===== src/host_ep_pkg.sv =====
`default_nettype none

////////////////////
// host endpoint map
////////////////////

package host_ep_pkg;

    // trigger vector from the host
    localparam int unsigned trig_width = 16;

    // trigger bit per parameter
    localparam int unsigned trig_pps_coef      = 1;
    localparam int unsigned trig_tau           = 2;
    localparam int unsigned trig_gain          = 3;
    localparam int unsigned trig_gamma_dyn     = 4;
    localparam int unsigned trig_gamma_sta     = 5;
    localparam int unsigned trig_gain_syn      = 6;
    localparam int unsigned trig_trigger_input = 7;
    localparam int unsigned trig_len           = 8;
    localparam int unsigned trig_velocity      = 9;
    localparam int unsigned trig_bdamp_chain   = 13;
    localparam int unsigned trig_bdamp_2       = 14;
    localparam int unsigned trig_bdamp_1       = 15;

    // reset defaults, floats as ieee-754 single
    localparam logic [31:0] def_pps_coef      = 32'h3F66_6666;
    localparam logic [31:0] def_tau           = 32'd1;
    localparam logic [31:0] def_gain          = 32'd0;
    // 80.0 for both fusimotor drives
    localparam logic [31:0] def_gamma_dyn     = 32'h42A0_0000;
    localparam logic [31:0] def_gamma_sta     = 32'h42A0_0000;
    localparam logic [31:0] def_gain_syn      = 32'd1;
    localparam logic [31:0] def_trigger_input = 32'd1;
    // 0.9 muscle length
    localparam logic [31:0] def_len           = 32'h3F66_6666;
    localparam logic [31:0] def_velocity      = 32'h0000_0000;
    // intrafusal damping, bag 1 / bag 2 / chain
    localparam logic [31:0] def_bdamp_1       = 32'h3E71_4120;
    localparam logic [31:0] def_bdamp_2       = 32'h3D14_4674;
    localparam logic [31:0] def_bdamp_chain   = 32'h3C58_44D0;

    // readout endpoints, low half here and high half one above
    localparam logic [7:0] addr_syn_current = 8'h20;
    localparam logic [7:0] addr_ia_rate     = 8'h22;
    localparam logic [7:0] addr_sn_count    = 8'h24;
    localparam logic [7:0] addr_mn_count    = 8'h26;
    localparam logic [7:0] addr_comb_count  = 8'h28;
    localparam logic [7:0] addr_force       = 8'h30;
    localparam logic [7:0] addr_len         = 8'h32;

    // full model parameter set, 12 x 32 bits
    typedef struct packed {
        logic [31:0] pps_coef;
        logic [31:0] tau;
        logic [31:0] gain;
        logic [31:0] gamma_dyn;
        logic [31:0] gamma_sta;
        logic [31:0] gain_syn;
        logic [31:0] trigger_input;
        logic [31:0] len;
        logic [31:0] velocity;
        logic [31:0] bdamp_1;
        logic [31:0] bdamp_2;
        logic [31:0] bdamp_chain;
    } model_params_t;

endpackage

`default_nettype wire


===== src/neuro_pkg.sv =====
`default_nettype none

////////////////////
// neural path types
////////////////////

package neuro_pkg;

    // width of every spike counter
    localparam int unsigned spk_cnt_width = 32;

    typedef logic [spk_cnt_width-1:0] spk_cnt_t;

    // window snapshots of the three counters
    typedef struct packed {
        // sensory neuron
        spk_cnt_t sn;
        // motor neuron
        spk_cnt_t mn;
        // motor neuron or cross-board spike
        spk_cnt_t comb;
    } spike_counts_t;

    ////////////////////
    // float constants
    ////////////////////

    // 1.0, rest length of the muscle model
    localparam logic [31:0] ieee_one = 32'h3F80_0000;

endpackage

`default_nettype wire


===== src/spike_window_counter.sv =====
`timescale 1ns/1ps
`default_nettype none

// windowed spike counter
module spike_window_counter
    import neuro_pkg::*;
(
    input  wire                      ep50trig,
    input  wire                      reset_sim,
    input  wire                      i_spike,
    input  wire                      i_window,
    output logic [spk_cnt_width-1:0] o_count
);

    // running count inside the current window
    spk_cnt_t cnt_q;
    // count with this cycle's spike added
    spk_cnt_t cnt_next;

    assign cnt_next = cnt_q + spk_cnt_t'(i_spike);

    ////////////////////
    // running counter
    ////////////////////

    always_ff @(posedge ep50trig or posedge reset_sim)
    begin
        if (reset_sim)
        begin
            cnt_q <= '0;
        end
        else if (i_window)
        begin
            // restart for the next window
            cnt_q <= '0;
        end
        else
        begin
            cnt_q <= cnt_next;
        end
    end

    ////////////////////
    // window snapshot
    ////////////////////

    always_ff @(posedge ep50trig or posedge reset_sim)
    begin
        if (reset_sim)
        begin
            o_count <= '0;
        end
        else if (i_window)
        begin
            // spike on the strobe cycle still belongs to this window
            o_count <= cnt_next;
        end
    end

    // a full counter must not roll over to zero
    a_no_wrap: assert property (@(posedge ep50trig) disable iff (reset_sim)
        ((&cnt_q) && !i_window) |=> (cnt_q != '0))
        else $error("spike_window_counter: running count wrapped");

endmodule

`default_nettype wire


===== src/param_bank.sv =====
`timescale 1ns/1ps
`default_nettype none

// trigger-loaded model parameters
module param_bank
    import host_ep_pkg::*;
(
    input  wire                   ep50trig,
    input  wire                   reset_sim,
    input  wire  [trig_width-1:0] i_trig,
    input  wire  [15:0]           i_wire_lo,
    input  wire  [15:0]           i_wire_hi,
    output model_params_t         o_params
);

    // host word pair, hi on top
    logic [31:0]   load_word;
    model_params_t params_q;

    assign load_word = {i_wire_hi, i_wire_lo};

    ////////////////////
    // parameter registers
    ////////////////////

    always_ff @(posedge ep50trig or posedge reset_sim)
    begin
        if (reset_sim)
        begin
            params_q.pps_coef      <= def_pps_coef;
            params_q.tau           <= def_tau;
            params_q.gain          <= def_gain;
            params_q.gamma_dyn     <= def_gamma_dyn;
            params_q.gamma_sta     <= def_gamma_sta;
            params_q.gain_syn      <= def_gain_syn;
            params_q.trigger_input <= def_trigger_input;
            params_q.len           <= def_len;
            params_q.velocity      <= def_velocity;
            params_q.bdamp_1       <= def_bdamp_1;
            params_q.bdamp_2       <= def_bdamp_2;
            params_q.bdamp_chain   <= def_bdamp_chain;
        end
        else
        begin
            // each field waits for its own trigger bit
            if (i_trig[trig_pps_coef])
                params_q.pps_coef <= load_word;
            if (i_trig[trig_tau])
                params_q.tau <= load_word;
            if (i_trig[trig_gain])
                params_q.gain <= load_word;
            // fusimotor drive
            if (i_trig[trig_gamma_dyn])
                params_q.gamma_dyn <= load_word;
            if (i_trig[trig_gamma_sta])
                params_q.gamma_sta <= load_word;
            // integer synaptic gain
            if (i_trig[trig_gain_syn])
                params_q.gain_syn <= load_word;
            if (i_trig[trig_trigger_input])
                params_q.trigger_input <= load_word;
            // muscle kinematics
            if (i_trig[trig_len])
                params_q.len <= load_word;
            if (i_trig[trig_velocity])
                params_q.velocity <= load_word;
            // spindle damping
            if (i_trig[trig_bdamp_1])
                params_q.bdamp_1 <= load_word;
            if (i_trig[trig_bdamp_2])
                params_q.bdamp_2 <= load_word;
            if (i_trig[trig_bdamp_chain])
                params_q.bdamp_chain <= load_word;
        end
    end

    assign o_params = params_q;

    // host raises at most one trigger per cycle
    a_trig_onehot: assert property (@(posedge ep50trig) disable iff (reset_sim)
        $onehot0(i_trig))
        else $error("param_bank: more than one trigger bit %h", i_trig);

endmodule

`default_nettype wire


===== src/reflex_loop.sv =====
`timescale 1ns/1ps
`default_nettype none

// synaptic gain and spike counting
module reflex_loop
    import neuro_pkg::*;
(
    input  wire                 ep50trig,
    input  wire                 reset_sim,
    input  wire signed [31:0]   i_syn_current,
    input  wire        [31:0]   i_gain_syn,
    input  wire                 i_sn_spike,
    input  wire                 i_mn_spike,
    input  wire                 i_ext_spike,
    input  wire                 i_window,
    output logic       [31:0]   o_syn_scaled,
    output spike_counts_t       o_counts
);

    // low word of current x gain
    logic signed [31:0] syn_prod;
    // short latency or cross-board
    logic               comb_spike;
    spk_cnt_t           sn_count;
    spk_cnt_t           mn_count;
    spk_cnt_t           comb_count;

    ////////////////////
    // synapse gain
    ////////////////////

    // 32-bit context keeps only the low product word
    assign syn_prod = i_syn_current * $signed(i_gain_syn);

    always_ff @(posedge ep50trig or posedge reset_sim)
    begin
        if (reset_sim)
            o_syn_scaled <= '0;
        else
            o_syn_scaled <= syn_prod;
    end

    ////////////////////
    // spike counters
    ////////////////////

    assign comb_spike = i_mn_spike | i_ext_spike;

    // sensory neuron
    spike_window_counter u_sn_cnt (
        .ep50trig  (ep50trig),
        .reset_sim (reset_sim),
        .i_spike   (i_sn_spike),
        .i_window  (i_window),
        .o_count   (sn_count)
    );

    // motor neuron
    spike_window_counter u_mn_cnt (
        .ep50trig  (ep50trig),
        .reset_sim (reset_sim),
        .i_spike   (i_mn_spike),
        .i_window  (i_window),
        .o_count   (mn_count)
    );

    // combined drive into the muscle
    spike_window_counter u_comb_cnt (
        .ep50trig  (ep50trig),
        .reset_sim (reset_sim),
        .i_spike   (comb_spike),
        .i_window  (i_window),
        .o_count   (comb_count)
    );

    assign o_counts = '{sn: sn_count, mn: mn_count, comb: comb_count};

endmodule

`default_nettype wire


===== src/wire_out_bank.sv =====
`timescale 1ns/1ps
`default_nettype none

// addressed telemetry readout and leds
module wire_out_bank
    import host_ep_pkg::*;
    import neuro_pkg::*;
(
    input  wire           ep50trig,
    input  wire           reset_sim,
    input  wire  [7:0]    i_rd_addr,
    input  wire  [31:0]   i_syn_scaled,
    input  wire  [31:0]   i_ia_rate,
    input  wire  [31:0]   i_force,
    input  wire  [31:0]   i_len,
    input  spike_counts_t i_counts,
    input  wire           i_sn_spike,
    input  wire           i_mn_spike,
    input  wire           i_ext_spike,
    input  wire           i_window,
    output logic [15:0]   o_rd_data,
    output logic [3:0]    o_led
);

    // selected half before the output register
    logic [15:0] rd_mux;

    ////////////////////
    // address decode
    ////////////////////

    always_comb
    begin
        case (i_rd_addr)
            // scaled synapse current
            addr_syn_current:          rd_mux = i_syn_scaled[15:0];
            addr_syn_current + 8'd1:   rd_mux = i_syn_scaled[31:16];
            // spindle ia firing rate
            addr_ia_rate:              rd_mux = i_ia_rate[15:0];
            addr_ia_rate + 8'd1:       rd_mux = i_ia_rate[31:16];
            // window counts
            addr_sn_count:             rd_mux = i_counts.sn[15:0];
            addr_sn_count + 8'd1:      rd_mux = i_counts.sn[31:16];
            addr_mn_count:             rd_mux = i_counts.mn[15:0];
            addr_mn_count + 8'd1:      rd_mux = i_counts.mn[31:16];
            addr_comb_count:           rd_mux = i_counts.comb[15:0];
            addr_comb_count + 8'd1:    rd_mux = i_counts.comb[31:16];
            // muscle force and length
            addr_force:                rd_mux = i_force[15:0];
            addr_force + 8'd1:         rd_mux = i_force[31:16];
            addr_len:                  rd_mux = i_len[15:0];
            addr_len + 8'd1:           rd_mux = i_len[31:16];
            // unmapped endpoint
            default:                   rd_mux = 16'h0000;
        endcase
    end

    ////////////////////
    // read register
    ////////////////////

    always_ff @(posedge ep50trig or posedge reset_sim)
    begin
        if (reset_sim)
            o_rd_data <= '0;
        else
            o_rd_data <= rd_mux;
    end

    // leds are active low
    // 0 sensory, 1 motor, 2 cross-board, 3 window
    assign o_led = ~{i_window, i_ext_spike, i_mn_spike, i_sn_spike};

endmodule

`default_nettype wire


===== src/reflex_host_top.sv =====
`timescale 1ns/1ps
`default_nettype none

// reflex hub top level
module reflex_host_top
    import host_ep_pkg::*;
    import neuro_pkg::*;
(
    input  wire                   ep50trig,
    input  wire                   reset_sim,
    input  wire  [trig_width-1:0] i_trig,
    input  wire  [15:0]           i_wire_lo,
    input  wire  [15:0]           i_wire_hi,
    input  wire  signed [31:0]    i_syn_current,
    input  wire  [31:0]           i_ia_rate,
    input  wire  [31:0]           i_force,
    input  wire                   i_sn_spike,
    input  wire                   i_mn_spike,
    input  wire                   i_ext_spike,
    input  wire                   i_window,
    input  wire  [7:0]            i_rd_addr,
    output model_params_t         o_params,
    output logic [15:0]           o_rd_data,
    output logic [3:0]            o_led,
    output logic                  o_spike_out
);

    model_params_t params;
    logic [31:0]   syn_scaled;
    spike_counts_t counts;

    ////////////////////
    // input side
    ////////////////////

    param_bank u_param_bank (
        .ep50trig  (ep50trig),
        .reset_sim (reset_sim),
        .i_trig    (i_trig),
        .i_wire_lo (i_wire_lo),
        .i_wire_hi (i_wire_hi),
        .o_params  (params)
    );

    assign o_params = params;

    // processing
    reflex_loop u_reflex_loop (
        .ep50trig      (ep50trig),
        .reset_sim     (reset_sim),
        .i_syn_current (i_syn_current),
        .i_gain_syn    (params.gain_syn),
        .i_sn_spike    (i_sn_spike),
        .i_mn_spike    (i_mn_spike),
        .i_ext_spike   (i_ext_spike),
        .i_window      (i_window),
        .o_syn_scaled  (syn_scaled),
        .o_counts      (counts)
    );

    ////////////////////
    // output side
    ////////////////////

    // length readback straight from the len parameter
    wire_out_bank u_wire_out_bank (
        .ep50trig     (ep50trig),
        .reset_sim    (reset_sim),
        .i_rd_addr    (i_rd_addr),
        .i_syn_scaled (syn_scaled),
        .i_ia_rate    (i_ia_rate),
        .i_force      (i_force),
        .i_len        (params.len),
        .i_counts     (counts),
        .i_sn_spike   (i_sn_spike),
        .i_mn_spike   (i_mn_spike),
        .i_ext_spike  (i_ext_spike),
        .i_window     (i_window),
        .o_rd_data    (o_rd_data),
        .o_led        (o_led)
    );

    // sensory spike to the other board
    assign o_spike_out = i_sn_spike;

endmodule

`default_nettype wire


===== config.mk =====
export PLATFORM = sky130hd
export DESIGN_NAME = reflex_host_top
export DESIGN_NICKNAME = d
export VERILOG_FILES = /design/src/host_ep_pkg.sv /design/src/neuro_pkg.sv /design/src/spike_window_counter.sv /design/src/param_bank.sv /design/src/reflex_loop.sv /design/src/wire_out_bank.sv /design/src/reflex_host_top.sv
export SDC_FILE = /design/constraint.sdc
export NUM_CORES = 2
export LEC_CHECK = 0
export ABC_CLOCK_PERIOD_IN_PS = 54600
export BUFFER_PORTS_ARGS = -buffer_cell sky130_fd_sc_hd__buf_4
export CAP_MARGIN = 10
export CORE_ASPECT_RATIO = 0.9
export CORE_MARGIN = 2
export CORE_UTILIZATION = 40
export CTS_BUF_LIST = sky130_fd_sc_hd__clkbuf_4 sky130_fd_sc_hd__clkbuf_8
export CTS_CLUSTER_SIZE = 16
export DETAILED_ROUTE_END_ITERATION = 6
export PLACE_DENSITY_LB_ADDON = 0.3
export RECOVER_POWER = 50
export SETUP_SLACK_MARGIN = 0.3
export SYNTH_ARGS = -nofsm -noshare
export SYNTH_HDL_FRONTEND = slang
export SYNTH_SLANG_ARGS = --single-unit

===== constraint.sdc =====
create_clock -name ep50trig -period 54.6 [get_ports ep50trig]
set_clock_uncertainty 0.05 [all_clocks]
set_input_delay 2.73 -clock ep50trig [delete_from_list [all_inputs] [get_ports ep50trig]]
set_output_delay 2.73 -clock ep50trig [all_outputs]
set_load 0.01 [all_outputs]

**Word-level counts from Yosys, hierarchy flattened**

Index checks and enable logic that the tools add are counted.

- Register bits: 624
- Logic and storage cells: 44

- Add/subtract/negate cells: 3
- Multipliers: 1
- Eq/ne operators: 14
- Muxes and demuxes: 4
- Bitwise gates (word level): 2

Operators by type and width:

| operator | number |
|---|---|
| 16-bit case mux with 14 select lines | 1 |
| 8-bit by 6-bit equality test with 1-bit output (second input constant) | 14 |
| 32-bit by 1-bit adder with 32-bit output | 3 |
| 32-bit 2-to-1 mux | 3 |
| 32-bit by 32-bit multiplier with 32-bit output | 1 |
| 4-bit NOT | 1 |
| 1-bit OR | 1 |

**Longest topological paths before layout**

- Word-level depth: 3
- Depth in mapped cells: 27
- Mapped depth without buffers: 25

**By module**

A second synthesis with hierarchy kept.

- Cell total of the unflattened synthesis: 3854
- Area total of the unflattened synthesis: 43431.7 sq um

By module, submodules not included:

| module | instances | cells an instance | area each (sq um) | seq. area each (sq um) |
|---|---|---|---|---|
| reflex_loop | 1 | 1853 | 17148.9 | 800.8 |
| param_bank | 1 | 849 | 15041.9 | 9715.6 |
| spike_window_counter | 3 | 295 | 2927.8 | 1601.5 |
| wire_out_bank | 1 | 266 | 2449.8 | 400.4 |
| reflex_host_top | 1 | 1 | 7.5 | 0.0 |

**Worst setup path before layout**

Ideal clock, no wire load.

- Path type: input-to-reg
- Start: input i_syn_current[12]
- End: register u_reflex_loop.o_syn_scaled[31]
- Data arrival time: 9.044 ns
- Path slack: 45.426 ns
- Stages on the path: 22
- Path buffers: 2
- Cells stage by stage: clkbuf_1 -> clkbuf_1 -> and2_1 -> fa_1 -> fa_1 -> fa_1 -> inv_1 -> fa_1 -> inv_1 -> fa_1 -> inv_1 -> fa_1 -> inv_1 -> fa_1 -> fa_1 -> ha_1 -> nand3_1 -> or3b_2 -> o311ai_1 -> nand2_1 -> o311ai_1 -> xnor2_1

- Word-level cells in the longest chain between the ends: 1

RTL lines:

| what | RTL line | source |
|---|---|---|
| start: declaration | reflex_host_top.sv:14 | `input wire signed [31:0] i_syn_current,` |
| 32-bit by 32-bit multiplier with 32-bit output | reflex_loop.sv:33 | `assign syn_prod = i_syn_current * $signed(i_gain_syn);` |
| via u_reflex_loop.syn_prod[31] | reflex_loop.sv:21 | `logic signed [31:0] syn_prod;` |
| end signal: assignment | reflex_loop.sv:40 | `o_syn_scaled <= syn_prod;` |
| end: declaration | reflex_loop.sv:16 | `output logic [31:0] o_syn_scaled,` |

The timed path passes the listed nets, and every way through them passes these cells.
A chain may end at the register's enable or synchronous reset.

==> impl_metrics.ini <==
[run_status]
status = finished, violations left
violations = capacitance limit, slew limit

[logic_synthesis]
yosysSeqAreaShare_pct = 38.0
ys_async_sr_fraction_pct = 100
synth_edf_count = 0
synth.cell_area_mm2 = 0.0414
yosys_warnings = 0
avgSynthCellArea_um2 = 11.2
yosys.cell_types.count = 65
synthFlopType = dfrtp_1
synthCells = 3701
syn_nets = 4423
ys_seq_elements = 624

[clocking]
post_cts_buffers = 0
cts_buffers = 106
clk_latency_ps = 780
holdBufCountCts = 0
clock_sinks = 624
cts_resized = 0
h-tree-depth = 3
cts_root_buffer = clkbuf_8
cts_max_path_buffers = 3
clk_pin_slew_ps = 60
tritoncts = built

[critical_path]
cp_top_family = buffers and inverters
max_stage_delay_ps = 6710
path_buf_inv = 3
cp-end-kind = async pin
start_kind = input port
critPathKind = input port to async pin
cp_cell_sequence = clkbuf_4 > clkinvlp_2 > clkbuf_1
arrival_ps = 12930
crit_fanout = 180
required_ps = 53020
slowest_stage = clkbuf_1

[timing]
setup-tns-final_ps = 0
fmax_ghz = 0.0689
period_needed_ps = 14510
fin_crit_sh_pct = 26.6
rsz0062_at_grt = false
slew_headroom_pct = -521
tightest_slew_ps = 9310
setup_viol = 0
hold_viol = 0
slew_viol_final = 1083

[grt]
antenna_found_initial = 16
overflow = 0
grt_pass1_wl_um = 199000
grt_start_max_net_pins = 181
grt_pass1_vias = 30200
groute.usage.overall_pct = 25.4

[floorplan]
dieHeight_um = 309
die-area_mm2 = 0.106
initial_core_util_pct = 40.5
core_mm2 = 0.102
fp-row-count = 111
pin_count = 563
die_w_um = 343

[drt]
routedWlPerCell_um = 23.7
drc = 0
num_vias = 29200
drt-total-wl_um = 133000
ant_nets = 0
via_per_inst = 5.20
drtIter0Drc = 1973
detail_route.first_pass.iterations = 7

[placed_design]
dp_hpwl_um = 97600
portBuffers = 558
place_congestion = 0.874

[layout]
syn_to_final_growth_pct = 18.5
final_common_cell = buf_4
final_core_util_pct = 47.9
final_cell_mix = buf_4 (563), dfrtp_1 (538), inv_1 (481)
nets = 4891
layout-drive-gt1-share_pct = 30.0

[hold_path]
min_path_type = flip-flop to flip-flop

[flow_run]
maxCapViolCount = 19
## final timing paths
check,depth (start not counted),start,slack (ps),to
min in group asynchronous,2,reset_sim,3680,u_param_bank.o_params[104]
max in group ep50trig,23,i_syn_current[0],44880,u_reflex_loop.o_syn_scaled[31]
worst max register to register,22,u_param_bank.o_params[200],46610,u_reflex_loop.o_syn_scaled[31]
worst max-delay path,3,reset_sim,40090,u_reflex_loop.u_comb_cnt.o_count[27]
worst min register to register,1,u_param_bank.o_params[193],460,u_param_bank.o_params[193]
worst min-delay path,1,u_param_bank.o_params[193],460,u_param_bank.o_params[193]
## cell usage after synthesis, types with 21 or more instances
library cell,n,area [um^2]
a21oi_1,117,586
a22oi_1,23,173
and2_1,332,2080
buf_1,42,158
clkbuf_1,181,679
dfrtp_1,539,13500
dfstp_2,85,2230
fa_1,408,8170
ha_1,156,1950
inv_1,482,1810
mux2_2,394,4440
nand2_1,268,1010
nand3_1,37,185
nand4_1,21,131
nor2_1,231,867
xnor2_1,106,928
xor2_1,67,587
## area by class of cell
cell class                 instances  area (um^2)
clock inverter                    26          280
multi-input combinational       2370        23000
sequential                       624        15700
inverter                         482         1810
fill                            9494        53200
timing repair buffer             585         4320
clock buffer                     176         2180
antenna                            2         5.00
tap                             1356         1700
## flip-flops by register name, indices dropped and copies added (netlist names)
register                          flops
u_wire_out_bank.o_rd_data            16
u_reflex_loop.u_comb_cnt.o_count     32
u_reflex_loop.u_comb_cnt.cnt_q       32
u_reflex_loop.u_mn_cnt.o_count       32
u_reflex_loop.u_sn_cnt.o_count       32
u_reflex_loop.o_syn_scaled           32
u_reflex_loop.u_sn_cnt.cnt_q         32
u_reflex_loop.u_mn_cnt.cnt_q         32
u_param_bank.o_params               384
## per-stage QoR
step	cell area, um^2	std cells	setup slack, ps	hold WS [ps]
after global placement	46600	5417	44710	441
after detailed placement	46600	5417	44640	446
final	49000	5621	40090	458
after floorplan	41400	3701	34490	387
after CTS	49100	5619	45440	460
after global routing	49000	5620	37380	469
## cells by family (layout without fill, tap and decap cells)
family / count (synthesis) / after routing / synth area share (%)
AOI/OAI and AO/OA: 243 / 243 / 3.84
xor gates and xnor gates: 174 / 174 / 3.72
adders and majority gates: 564 / 564 / 24.5
buffers and inverters: 707 / 1269 / 6.43
DFF: 624 / 624 / 38.0
muxes: 422 / 422 / 11.9
other: 0 / 2 / 0
and+or+nand+nor: 967 / 967 / 11.6
## worst register-to-register path: stages (launching register included)
cell      delay [ps]
dfrtp_1          730
buf_4            380
nand2_1          130
fa_1             470
inv_1             90
fa_1             430
fa_1             510
inv_1             50
fa_1             470
inv_1             50
fa_1             490
inv_1             60
fa_1             520
inv_1             40
fa_1             490
fa_1             420
ha_1             380
nand3_1          110
or3b_2           480
o311ai_1         610
nand2_1          180
o311ai_1         380
xnor2_1          290
## layer usage
layer	wire (um)	track usage (%)	vias to the layer above
li1	-	-	12700
met1	56100	34.7	15100
met2	60200	39.5	1232
met3	12400	7.12	237
met4	4510	7.59	16
met5	115	0	-
Power is left out: the tool's default activity adds up to more than one toggle a clock period on the data nets, which glitch-free logic cannot reach.
